===== config.mk =====
export PLATFORM = sky130hd
export DESIGN_NAME = ifetch_top
export DESIGN_NICKNAME = d
export VERILOG_FILES = /design/src/source/ifetch_pkg.sv /design/src/source/csr_regs.sv /design/src/source/fetch_pc.sv /design/src/source/iaddr_trans.sv /design/src/source/ifetch_ctrl.sv /design/src/source/ifetch_top.sv
export SDC_FILE = /design/constraint.sdc
export NUM_CORES = 1
export LEC_CHECK = 0
export BUFFER_PORTS_ARGS = -buffer_cell sky130_fd_sc_hd__buf_4
export CAP_MARGIN = 40
export CORE_MARGIN = 1
export CORE_UTILIZATION = 40
export CTS_CLUSTER_SIZE = 16
export DETAILED_ROUTE_END_ITERATION = 8
export PLACE_DENSITY = 0.68
export SLEW_MARGIN = 20
export SYNTH_ARGS = -nofsm -noshare
export SYNTH_HDL_FRONTEND = slang
export SYNTH_SLANG_ARGS = --single-unit

===== constraint.sdc =====
create_clock -name clk -period 10.5 [get_ports clk]
set_clock_uncertainty 0.05 [all_clocks]
set_input_delay 1.05 -clock clk [delete_from_list [all_inputs] [get_ports clk]]
set_output_delay 1.05 -clock clk [all_outputs]
set_load 0.02 [all_outputs]

===== src/source/ifetch_pkg.sv =====
package ifetch_pkg;

  // CRMD layout
  // bits 1..0 plv, 2 ie, 3 da, 4 pg, 6..5 datf, 8..7 datm
  typedef struct packed {
    logic [22:0] rsvd;
    logic [1:0]  datm;
    logic [1:0]  datf;
    logic        pg;
    logic        da;
    logic        ie;
    logic [1:0]  plv;
  } csr_crmd_t;

  // DMW layout
  // bit 0 plv0, 3 plv3, 5..4 mat, 27..25 pseg, 31..29 vseg
  typedef struct packed {
    logic [2:0]  vseg;
    logic        rsvd_28;
    logic [2:0]  pseg;
    logic [18:0] rsvd_24_6;
    logic [1:0]  mat;
    logic        plv3;
    logic [1:0]  rsvd_2_1;
    logic        plv0;
  } csr_dmw_t;

  // one csr word, read as crmd or dmw fields by register index
  typedef union packed {
    csr_crmd_t crmd;
    csr_dmw_t  dmw;
  } csr_word_u;

  // register indices on the csr bus address
  localparam logic [1:0] CSR_CRMD = 2'd0;
  localparam logic [1:0] CSR_DMW0 = 2'd1;
  localparam logic [1:0] CSR_DMW1 = 2'd2;

  // da set, plv 0, datf 1 (coherent cached)
  localparam logic [31:0] CRMD_RESET = 32'h0000_0028;

  // memory access type meaning cached
  localparam logic [1:0] MAT_CC = 2'd1;

endpackage


===== src/source/csr_regs.sv =====
`timescale 1ns/1ps

module csr_regs (
  input  logic                  clk,
  input  logic                  rst_n_i,
  input  logic                  csr_cyc_i,
  input  logic                  csr_stb_i,
  input  logic                  csr_we_i,
  input  logic [1:0]            csr_adr_i,
  input  logic [31:0]           csr_dat_i,
  output logic [31:0]           csr_dat_o,
  output logic                  csr_ack_o,
  output logic                  csr_wr_o,
  output ifetch_pkg::csr_word_u csr_crmd_o,
  output ifetch_pkg::csr_word_u csr_dmw0_o,
  output ifetch_pkg::csr_word_u csr_dmw1_o
);

  logic                  req;
  logic                  wr_valid;
  ifetch_pkg::csr_word_u wr_word;
  ifetch_pkg::csr_word_u crmd_wr;
  ifetch_pkg::csr_word_u dmw_wr;

  // new cycle only when ack is not already out
  assign req      = csr_cyc_i && csr_stb_i && !csr_ack_o;
  assign wr_valid = req && csr_we_i && (csr_adr_i != 2'd3);

  // keep only defined fields of the incoming word
  always_comb begin
    wr_word = csr_dat_i;
    crmd_wr = '0;
    crmd_wr.crmd.plv  = wr_word.crmd.plv;
    crmd_wr.crmd.ie   = wr_word.crmd.ie;
    crmd_wr.crmd.da   = wr_word.crmd.da;
    crmd_wr.crmd.pg   = wr_word.crmd.pg;
    crmd_wr.crmd.datf = wr_word.crmd.datf;
    crmd_wr.crmd.datm = wr_word.crmd.datm;
    dmw_wr = '0;
    dmw_wr.dmw.plv0 = wr_word.dmw.plv0;
    dmw_wr.dmw.plv3 = wr_word.dmw.plv3;
    dmw_wr.dmw.mat  = wr_word.dmw.mat;
    dmw_wr.dmw.pseg = wr_word.dmw.pseg;
    dmw_wr.dmw.vseg = wr_word.dmw.vseg;
  end

  always_ff @(posedge clk) begin
    if (!rst_n_i) begin
      csr_ack_o  <= 1'b0;
      csr_wr_o   <= 1'b0;
      csr_crmd_o <= ifetch_pkg::CRMD_RESET;
      csr_dmw0_o <= '0;
      csr_dmw1_o <= '0;
    end else begin
      csr_ack_o <= req;
      csr_wr_o  <= wr_valid;
      if (wr_valid) begin
        case (csr_adr_i)
          ifetch_pkg::CSR_CRMD: csr_crmd_o <= crmd_wr;
          ifetch_pkg::CSR_DMW0: csr_dmw0_o <= dmw_wr;
          ifetch_pkg::CSR_DMW1: csr_dmw1_o <= dmw_wr;
          default: ;
        endcase
      end
    end
  end

  // read data sampled with the request and held through ack
  always_ff @(posedge clk) begin
    if (req) begin
      case (csr_adr_i)
        ifetch_pkg::CSR_CRMD: csr_dat_o <= csr_crmd_o;
        ifetch_pkg::CSR_DMW0: csr_dat_o <= csr_dmw0_o;
        ifetch_pkg::CSR_DMW1: csr_dat_o <= csr_dmw1_o;
        default:              csr_dat_o <= '0;
      endcase
    end
  end

  // ack lasts a single cycle
  ack_single_cycle: assert property (@(posedge clk) disable iff (!rst_n_i)
    csr_ack_o |=> !csr_ack_o);

endmodule


===== src/source/fetch_pc.sv =====
`timescale 1ns/1ps

module fetch_pc #(
  parameter logic [31:0] RESET_PC = 32'h1c00_0000
) (
  input  logic        clk,
  input  logic        rst_n_i,
  input  logic        pc_advance_i,
  input  logic        pc_load_i,
  input  logic [31:0] pc_load_val_i,
  output logic [31:0] pc_o
);

  logic [31:0] pc_q;

  // load wins over sequential advance
  always_ff @(posedge clk) begin
    if (!rst_n_i) begin
      pc_q <= RESET_PC;
    end else if (pc_load_i) begin
      pc_q <= pc_load_val_i;
    end else if (pc_advance_i) begin
      pc_q <= pc_q + 32'd4;
    end
  end

  assign pc_o = pc_q;

  // controller folds an advance into the load value
  no_advance_with_load: assert property (@(posedge clk) disable iff (!rst_n_i)
    !(pc_advance_i && pc_load_i));

endmodule


===== src/source/iaddr_trans.sv =====
`timescale 1ns/1ps

module iaddr_trans (
  input  logic                  clk,
  input  logic                  rst_n_i,
  input  logic                  trans_en_i,
  input  logic [31:0]           vaddr_i,
  input  ifetch_pkg::csr_word_u csr_crmd_i,
  input  ifetch_pkg::csr_word_u csr_dmw0_i,
  input  ifetch_pkg::csr_word_u csr_dmw1_i,
  output logic [31:0]           paddr_o,
  output logic                  uncached_o,
  output logic                  adef_o
);

  logic       da_mode;
  logic       plv0;
  logic       plv3;
  logic       dmw0_hit;
  logic       dmw1_hit;
  logic [2:0] seg_d;
  logic       uncached_d;
  logic       adef_d;

  // privilege level and window decode
  always_comb begin
    da_mode = csr_crmd_i.crmd.da;
    plv0    = csr_crmd_i.crmd.plv == 2'd0;
    plv3    = csr_crmd_i.crmd.plv == 2'd3;
    dmw0_hit = ((csr_dmw0_i.dmw.plv0 && plv0) || (csr_dmw0_i.dmw.plv3 && plv3)) &&
               (csr_dmw0_i.dmw.vseg == vaddr_i[31:29]);
    dmw1_hit = ((csr_dmw1_i.dmw.plv0 && plv0) || (csr_dmw1_i.dmw.plv3 && plv3)) &&
               (csr_dmw1_i.dmw.vseg == vaddr_i[31:29]);
  end

  // segment and attribute, dmw0 takes precedence
  always_comb begin
    if (da_mode) begin
      seg_d      = vaddr_i[31:29];
      uncached_d = csr_crmd_i.crmd.datf != ifetch_pkg::MAT_CC;
    end else if (dmw0_hit) begin
      seg_d      = csr_dmw0_i.dmw.pseg;
      uncached_d = csr_dmw0_i.dmw.mat != ifetch_pkg::MAT_CC;
    end else begin
      seg_d      = csr_dmw1_i.dmw.pseg;
      uncached_d = csr_dmw1_i.dmw.mat != ifetch_pkg::MAT_CC;
    end
    adef_d = (|vaddr_i[1:0]) || (!da_mode && !dmw0_hit && !dmw1_hit);
  end

  always_ff @(posedge clk) begin
    if (!rst_n_i) begin
      uncached_o <= 1'b0;
      adef_o     <= 1'b0;
    end else if (trans_en_i) begin
      uncached_o <= uncached_d;
      adef_o     <= adef_d;
    end
  end

  always_ff @(posedge clk) begin
    if (trans_en_i) begin
      paddr_o <= {seg_d, vaddr_i[28:0]};
    end
  end

endmodule


===== src/source/ifetch_ctrl.sv =====
`timescale 1ns/1ps

module ifetch_ctrl (
  input  logic        clk,
  input  logic        rst_n_i,
  input  logic [31:0] pc_i,
  output logic        pc_advance_o,
  output logic        pc_load_o,
  output logic [31:0] pc_load_val_o,
  output logic        trans_en_o,
  input  logic [31:0] paddr_i,
  input  logic        uncached_i,
  input  logic        adef_i,
  input  logic        csr_wr_i,
  input  logic        redirect_i,
  input  logic [31:0] redirect_pc_i,
  output logic        ibus_cyc_o,
  output logic        ibus_stb_o,
  output logic [31:0] ibus_adr_o,
  input  logic [31:0] ibus_dat_i,
  input  logic        ibus_ack_i,
  output logic        inst_valid_o,
  input  logic        inst_ready_i,
  output logic [31:0] inst_pc_o,
  output logic [31:0] inst_paddr_o,
  output logic [31:0] inst_o,
  output logic        inst_uncached_o,
  output logic        inst_adef_o
);

  localparam logic [1:0] ST_IDLE  = 2'd0;
  localparam logic [1:0] ST_TRANS = 2'd1;
  localparam logic [1:0] ST_BUS   = 2'd2;
  localparam logic [1:0] ST_OUT   = 2'd3;

  logic [1:0] state_q;
  logic [1:0] state_d;
  logic       kill;
  logic       xfer;
  logic       bus_done;
  logic       discard_q;
  logic       take_fault;
  logic       take_data;

  assign kill       = redirect_i || csr_wr_i;
  assign xfer       = inst_valid_o && inst_ready_i;
  assign bus_done   = (state_q == ST_BUS) && ibus_ack_i;
  assign take_fault = (state_q == ST_TRANS) && !kill && adef_i;
  assign take_data  = bus_done && !discard_q && !kill;

  // translation only latches while idle, so paddr holds for the bus
  assign trans_en_o = state_q == ST_IDLE;
  assign ibus_adr_o = paddr_i;

  // a flush in the hand-off cycle must not refetch the word just taken
  assign pc_load_o     = kill;
  assign pc_advance_o  = xfer && !kill;
  assign pc_load_val_o = redirect_i ? redirect_pc_i : (xfer ? pc_i + 32'd4 : pc_i);

  always_comb begin
    state_d = state_q;
    case (state_q)
      ST_IDLE: state_d = kill ? ST_IDLE : ST_TRANS;
      ST_TRANS: begin
        if (kill) begin
          state_d = ST_IDLE;
        end else if (adef_i) begin
          state_d = ST_OUT;
        end else begin
          state_d = ST_BUS;
        end
      end
      ST_BUS: begin
        if (ibus_ack_i) begin
          state_d = (discard_q || kill) ? ST_IDLE : ST_OUT;
        end
      end
      ST_OUT: begin
        if (kill || xfer) begin
          state_d = ST_IDLE;
        end
      end
      default: state_d = ST_IDLE;
    endcase
  end

  always_ff @(posedge clk) begin
    if (!rst_n_i) begin
      state_q      <= ST_IDLE;
      ibus_cyc_o   <= 1'b0;
      ibus_stb_o   <= 1'b0;
      inst_valid_o <= 1'b0;
      discard_q    <= 1'b0;
    end else begin
      state_q <= state_d;
      if (state_q == ST_TRANS && !kill && !adef_i) begin
        ibus_cyc_o <= 1'b1;
        ibus_stb_o <= 1'b1;
      end else if (bus_done) begin
        ibus_cyc_o <= 1'b0;
        ibus_stb_o <= 1'b0;
      end
      // bus cycle cannot be abandoned, so remember to drop its data
      if (bus_done) begin
        discard_q <= 1'b0;
      end else if (state_q == ST_BUS && kill) begin
        discard_q <= 1'b1;
      end
      if (take_fault || take_data) begin
        inst_valid_o <= 1'b1;
      end else if (state_q == ST_OUT && (xfer || kill)) begin
        inst_valid_o <= 1'b0;
      end
    end
  end

  // output payload
  always_ff @(posedge clk) begin
    if (take_fault || take_data) begin
      inst_pc_o       <= pc_i;
      inst_paddr_o    <= paddr_i;
      inst_uncached_o <= uncached_i;
      inst_adef_o     <= take_fault;
      inst_o          <= take_fault ? 32'd0 : ibus_dat_i;
    end
  end

  stb_within_cyc: assert property (@(posedge clk) disable iff (!rst_n_i)
    ibus_stb_o |-> ibus_cyc_o);
  payload_held: assert property (@(posedge clk) disable iff (!rst_n_i)
    inst_valid_o && !inst_ready_i && !kill |=> inst_valid_o &&
      $stable({inst_pc_o, inst_paddr_o, inst_o, inst_uncached_o, inst_adef_o}));

endmodule


===== src/source/ifetch_top.sv =====
`timescale 1ns/1ps

module ifetch_top #(
  parameter logic [31:0] RESET_PC = 32'h1c00_0000
) (
  input  logic        clk,
  input  logic        rst_n_i,
  // csr slave bus
  input  logic        csr_cyc_i,
  input  logic        csr_stb_i,
  input  logic        csr_we_i,
  input  logic [1:0]  csr_adr_i,
  input  logic [31:0] csr_dat_i,
  output logic [31:0] csr_dat_o,
  output logic        csr_ack_o,
  // instruction bus master
  output logic        ibus_cyc_o,
  output logic        ibus_stb_o,
  output logic [31:0] ibus_adr_o,
  input  logic [31:0] ibus_dat_i,
  input  logic        ibus_ack_i,
  // instruction output
  output logic        inst_valid_o,
  input  logic        inst_ready_i,
  output logic [31:0] inst_pc_o,
  output logic [31:0] inst_paddr_o,
  output logic [31:0] inst_o,
  output logic        inst_uncached_o,
  output logic        inst_adef_o,
  // redirect
  input  logic        redirect_i,
  input  logic [31:0] redirect_pc_i
);

  logic                  csr_wr;
  ifetch_pkg::csr_word_u csr_crmd;
  ifetch_pkg::csr_word_u csr_dmw0;
  ifetch_pkg::csr_word_u csr_dmw1;
  logic [31:0]           pc;
  logic                  pc_advance;
  logic                  pc_load;
  logic [31:0]           pc_load_val;
  logic                  trans_en;
  logic [31:0]           paddr;
  logic                  uncached;
  logic                  adef;

  csr_regs csr_regs_i (
    .clk        (clk),
    .rst_n_i    (rst_n_i),
    .csr_cyc_i  (csr_cyc_i),
    .csr_stb_i  (csr_stb_i),
    .csr_we_i   (csr_we_i),
    .csr_adr_i  (csr_adr_i),
    .csr_dat_i  (csr_dat_i),
    .csr_dat_o  (csr_dat_o),
    .csr_ack_o  (csr_ack_o),
    .csr_wr_o   (csr_wr),
    .csr_crmd_o (csr_crmd),
    .csr_dmw0_o (csr_dmw0),
    .csr_dmw1_o (csr_dmw1)
  );

  fetch_pc #(
    .RESET_PC (RESET_PC)
  ) fetch_pc_i (
    .clk           (clk),
    .rst_n_i       (rst_n_i),
    .pc_advance_i  (pc_advance),
    .pc_load_i     (pc_load),
    .pc_load_val_i (pc_load_val),
    .pc_o          (pc)
  );

  iaddr_trans iaddr_trans_i (
    .clk        (clk),
    .rst_n_i    (rst_n_i),
    .trans_en_i (trans_en),
    .vaddr_i    (pc),
    .csr_crmd_i (csr_crmd),
    .csr_dmw0_i (csr_dmw0),
    .csr_dmw1_i (csr_dmw1),
    .paddr_o    (paddr),
    .uncached_o (uncached),
    .adef_o     (adef)
  );

  ifetch_ctrl ifetch_ctrl_i (
    .clk             (clk),
    .rst_n_i         (rst_n_i),
    .pc_i            (pc),
    .pc_advance_o    (pc_advance),
    .pc_load_o       (pc_load),
    .pc_load_val_o   (pc_load_val),
    .trans_en_o      (trans_en),
    .paddr_i         (paddr),
    .uncached_i      (uncached),
    .adef_i          (adef),
    .csr_wr_i        (csr_wr),
    .redirect_i      (redirect_i),
    .redirect_pc_i   (redirect_pc_i),
    .ibus_cyc_o      (ibus_cyc_o),
    .ibus_stb_o      (ibus_stb_o),
    .ibus_adr_o      (ibus_adr_o),
    .ibus_dat_i      (ibus_dat_i),
    .ibus_ack_i      (ibus_ack_i),
    .inst_valid_o    (inst_valid_o),
    .inst_ready_i    (inst_ready_i),
    .inst_pc_o       (inst_pc_o),
    .inst_paddr_o    (inst_paddr_o),
    .inst_o          (inst_o),
    .inst_uncached_o (inst_uncached_o),
    .inst_adef_o     (inst_adef_o)
  );

endmodule


==> impl_metrics.toml <==
[timing]
final-hold-violation-count = 0
setup_ws_ns = 7.56
finalSetupViolCount = 0
finalSetupTns_ns = 0
post-route-min-period_ns = 2.94
rsz0062_at_grt = "false"
worstMarginPinSlew_ns = 0.674
fmax_ghz = 0.341
fin_crit_sh_pct = 28.0
slew_violations = 0
relSlewSlack_pct = 55.1

[run_status]
status = "completed"

[placement]
port_buffers = 237
dp_hpwl_um = 13900
place_congestion = 0.820
pre_cts_slack_ns = 7.02

[setup_path]
worstSetupPathType = "input port to flip-flop"
r2r-start = "ifetch_ctrl_i.state_q[1]"
crit_family = "buffers and inverters"
critPathMaxStageDelay_ns = 0.58
end_kind = "flip-flop"
crit_top_cell = "buf_4"
startpoint_type = "input port"
cp-startpoint = "redirect_i"
crit_buf_inv = 3
arrival_ns = 3.06
path_depth = 5
crit_chain = "buf_4 -> or2_2 -> a21oi_4 -> buf_4 -> buf_12"
r2r_cells = 5
crit_required_ns = 10.63
regToRegSetupSlack_ns = 7.70
crit_path_max_fanout = 44
cp_slowest_cell = "buf_4"

[power]
power_mw = 1.92
leakage_nw = 4.32
p_switching_uw = 430
powerDensity_nw_per_um2 = 173
pwr-share-seq_pct = 50.8
pwr-share-comb_pct = 8.6
p_int_mw = 1.49
p_clk_share_pct = 40.6
switching_share_pct = 22.3
ir_drop_v = 0.0000929

[routing]
wire_per_inst_um = 17.2
drtIter0Drc = 276
firstDrtPassIters = 4
drc = 0
routed_wl_um = 19900
drt-vias-per-instance = 4.97
antenna_left = 0
vias = 5757

[yosys]
yosys-top-cells-count = "edfxtp_1, dfxtp_1, nor2_1, mux2i_1, nor2b_1"
ys_async_sr_fraction_pct = 0
ys_seq_elements = 215
yosys-top-cells-area = "edfxtp_1, dfxtp_1, mux2i_1"
synth-edff-count = 145
yosysMostFrequentCell = "edfxtp_1"
ys_seq_area_share_pct = 68.3
synth_top_area_share_pct = 51.7
yosys_warnings = 0
ys_types = 55
netlist_instances = 643
synth_flop_cell = "edfxtp_1"
syn_area_um2 = 8430
yosysTopAreaCell = "edfxtp_1"
avgSynthCellArea_um2 = 13.1

[floorplanning]
rows = 52
dieArea_um2 = 21700
start_util_pct = 41.3
die_h_um = 147
core_um2 = 20400
io_pins = 272
die_w_um = 147

[clocking]
clk_latency_ns = 0.49
ctsHoldBuffers = 0
clockBufferDepth = 3
cts_tree = "yes"
htreeDepth = 1
clkTransAtPathRegs_ns = 0.06
cts_setup_buffers = 0
root_buffer = "clkbuf_16"
numCtsBuffers = 22
cts_sinks = 215
cts_resized = 0

[worst_hold_path]
hold_path.class = "flip-flop to flip-flop"
hold_path.startpoint = "iaddr_trans_i.uncached_o"
hold_path_depth = 0

[cells_and_area]
fin_util_pct = 54.5
syn2layout_area_growth_pct = 32.1
diodes = 0
drive_above_1_share_pct = 32.2
nets = 979

[grt]
track_usage_pct = 17.8
gr-total-overflow = 0
grt_pass1_wl_um = 30500
first_global_vias = 5560
grt_max_degree = 49
antenna_found_initial = 0

[flow_run]
drv_cap = 0
[path summary, 6_finish.rpt]
kind	end
worst max-delay path	ifetch_ctrl_i.inst_paddr_o[5]
worst min-delay path	ifetch_ctrl_i.inst_uncached_o
worst max register to register	ifetch_ctrl_i.inst_paddr_o[5]
worst min register to register	ifetch_ctrl_i.inst_uncached_o
[power groups by stage]
stage | sequential (mW) | clock, mW | combinational, mW
after floorplan | 1.02 | 0 | 0.0636
after global placement | 0.994 | 0 | 0.165
after detailed placement | 0.995 | 0 | 0.167
after CTS | 0.977 | 0.803 | 0.167
after global routing | 0.982 | 0.835 | 0.178
final | 0.977 | 0.782 | 0.166
[routing by layer]
metal	vias up	track usage (%)	part of all wire, %
li1	2802	-	-
met1	2706	22.2	41
met2	217	29.6	48
met3	32	5.09	9.0
met4	0	6.19	2.7
met5	-	0	0
[cells in the final DEF (no fill, tap or decap), types with 3 or more instances in the layout]
master,instances
buf_4,244
edfxtp_1,145
dfxtp_1,70
nor2_1,47
nor2b_1,39
mux2i_1,39
o21ai_0,29
nand2_1,28
clkbuf_16,23
nor3_1,17
conb_1,17
nand3_1,15
a21oi_1,12
nand4_1,11
a211oi_1,10
clkbuf_1,10
xnor2_1,9
and2_1,8
xor2_1,8
inv_1,8
and4_1,7
nor4_1,7
a31oi_1,7
o211ai_1,7
a22o_1,6
and3_1,6
or3_1,5
or4_1,5
a311oi_1,5
nand2b_1,3
clkbuf_8,3
[cell type report]
type / count / area [µm²]
Timing Repair Buffer: 247 / 1860
Tap cell: 270 / 338
Clock inverter: 4 / 75.1
Sequential cell: 215 / 5760
Inverter: 8 / 30.0
Fill cell: 1747 / 9300
Multi-Input combinational cell: 378 / 2420
Clock buffer: 36 / 654
[registers in the layout, summed over array words and instances, names as in the netlist, 9 cells and up]
register / cells
csr_regs_i.csr_crmd_o: 9
csr_regs_i.csr_dat_o: 15
csr_regs_i.csr_dmw0_o: 10
csr_regs_i.csr_dmw1_o: 10
fetch_pc_i.pc_o: 32
iaddr_trans_i.paddr_o: 32
ifetch_ctrl_i.inst_o: 32
ifetch_ctrl_i.inst_paddr_o: 32
ifetch_ctrl_i.inst_pc_o: 32
[worst reg2reg max path, cell delays in order, from the launching register on]
cell and delay, ns:
dfxtp_1 0.50, nand2_1 0.12, or3_1 0.37, a21oi_4 0.50
buf_4 0.58, buf_12 0.35
[per-stage QoR]
step | hold WS (ns) | area [µm²] | std cells
CTS | 0.375 | 11100 | 1156
detailed placement | 0.360 | 10400 | 1116
floorplan | 0.351 | 8490 | 659
finish | 0.377 | 11100 | 1158
global placement | 0.358 | 10400 | 1115
global route | 0.399 | 11100 | 1158
[cell families after synthesis]
family          share of synthesized area [%]
buf+inv                                  4.01
compound gates                           7.32
other cells                            0.0445
flops                                    68.3
fa+ha+maj                               0.148
xor+xnor                                 1.77
simple gates                             13.8
mux                                      4.63
(Power assumes the default switching activity.)
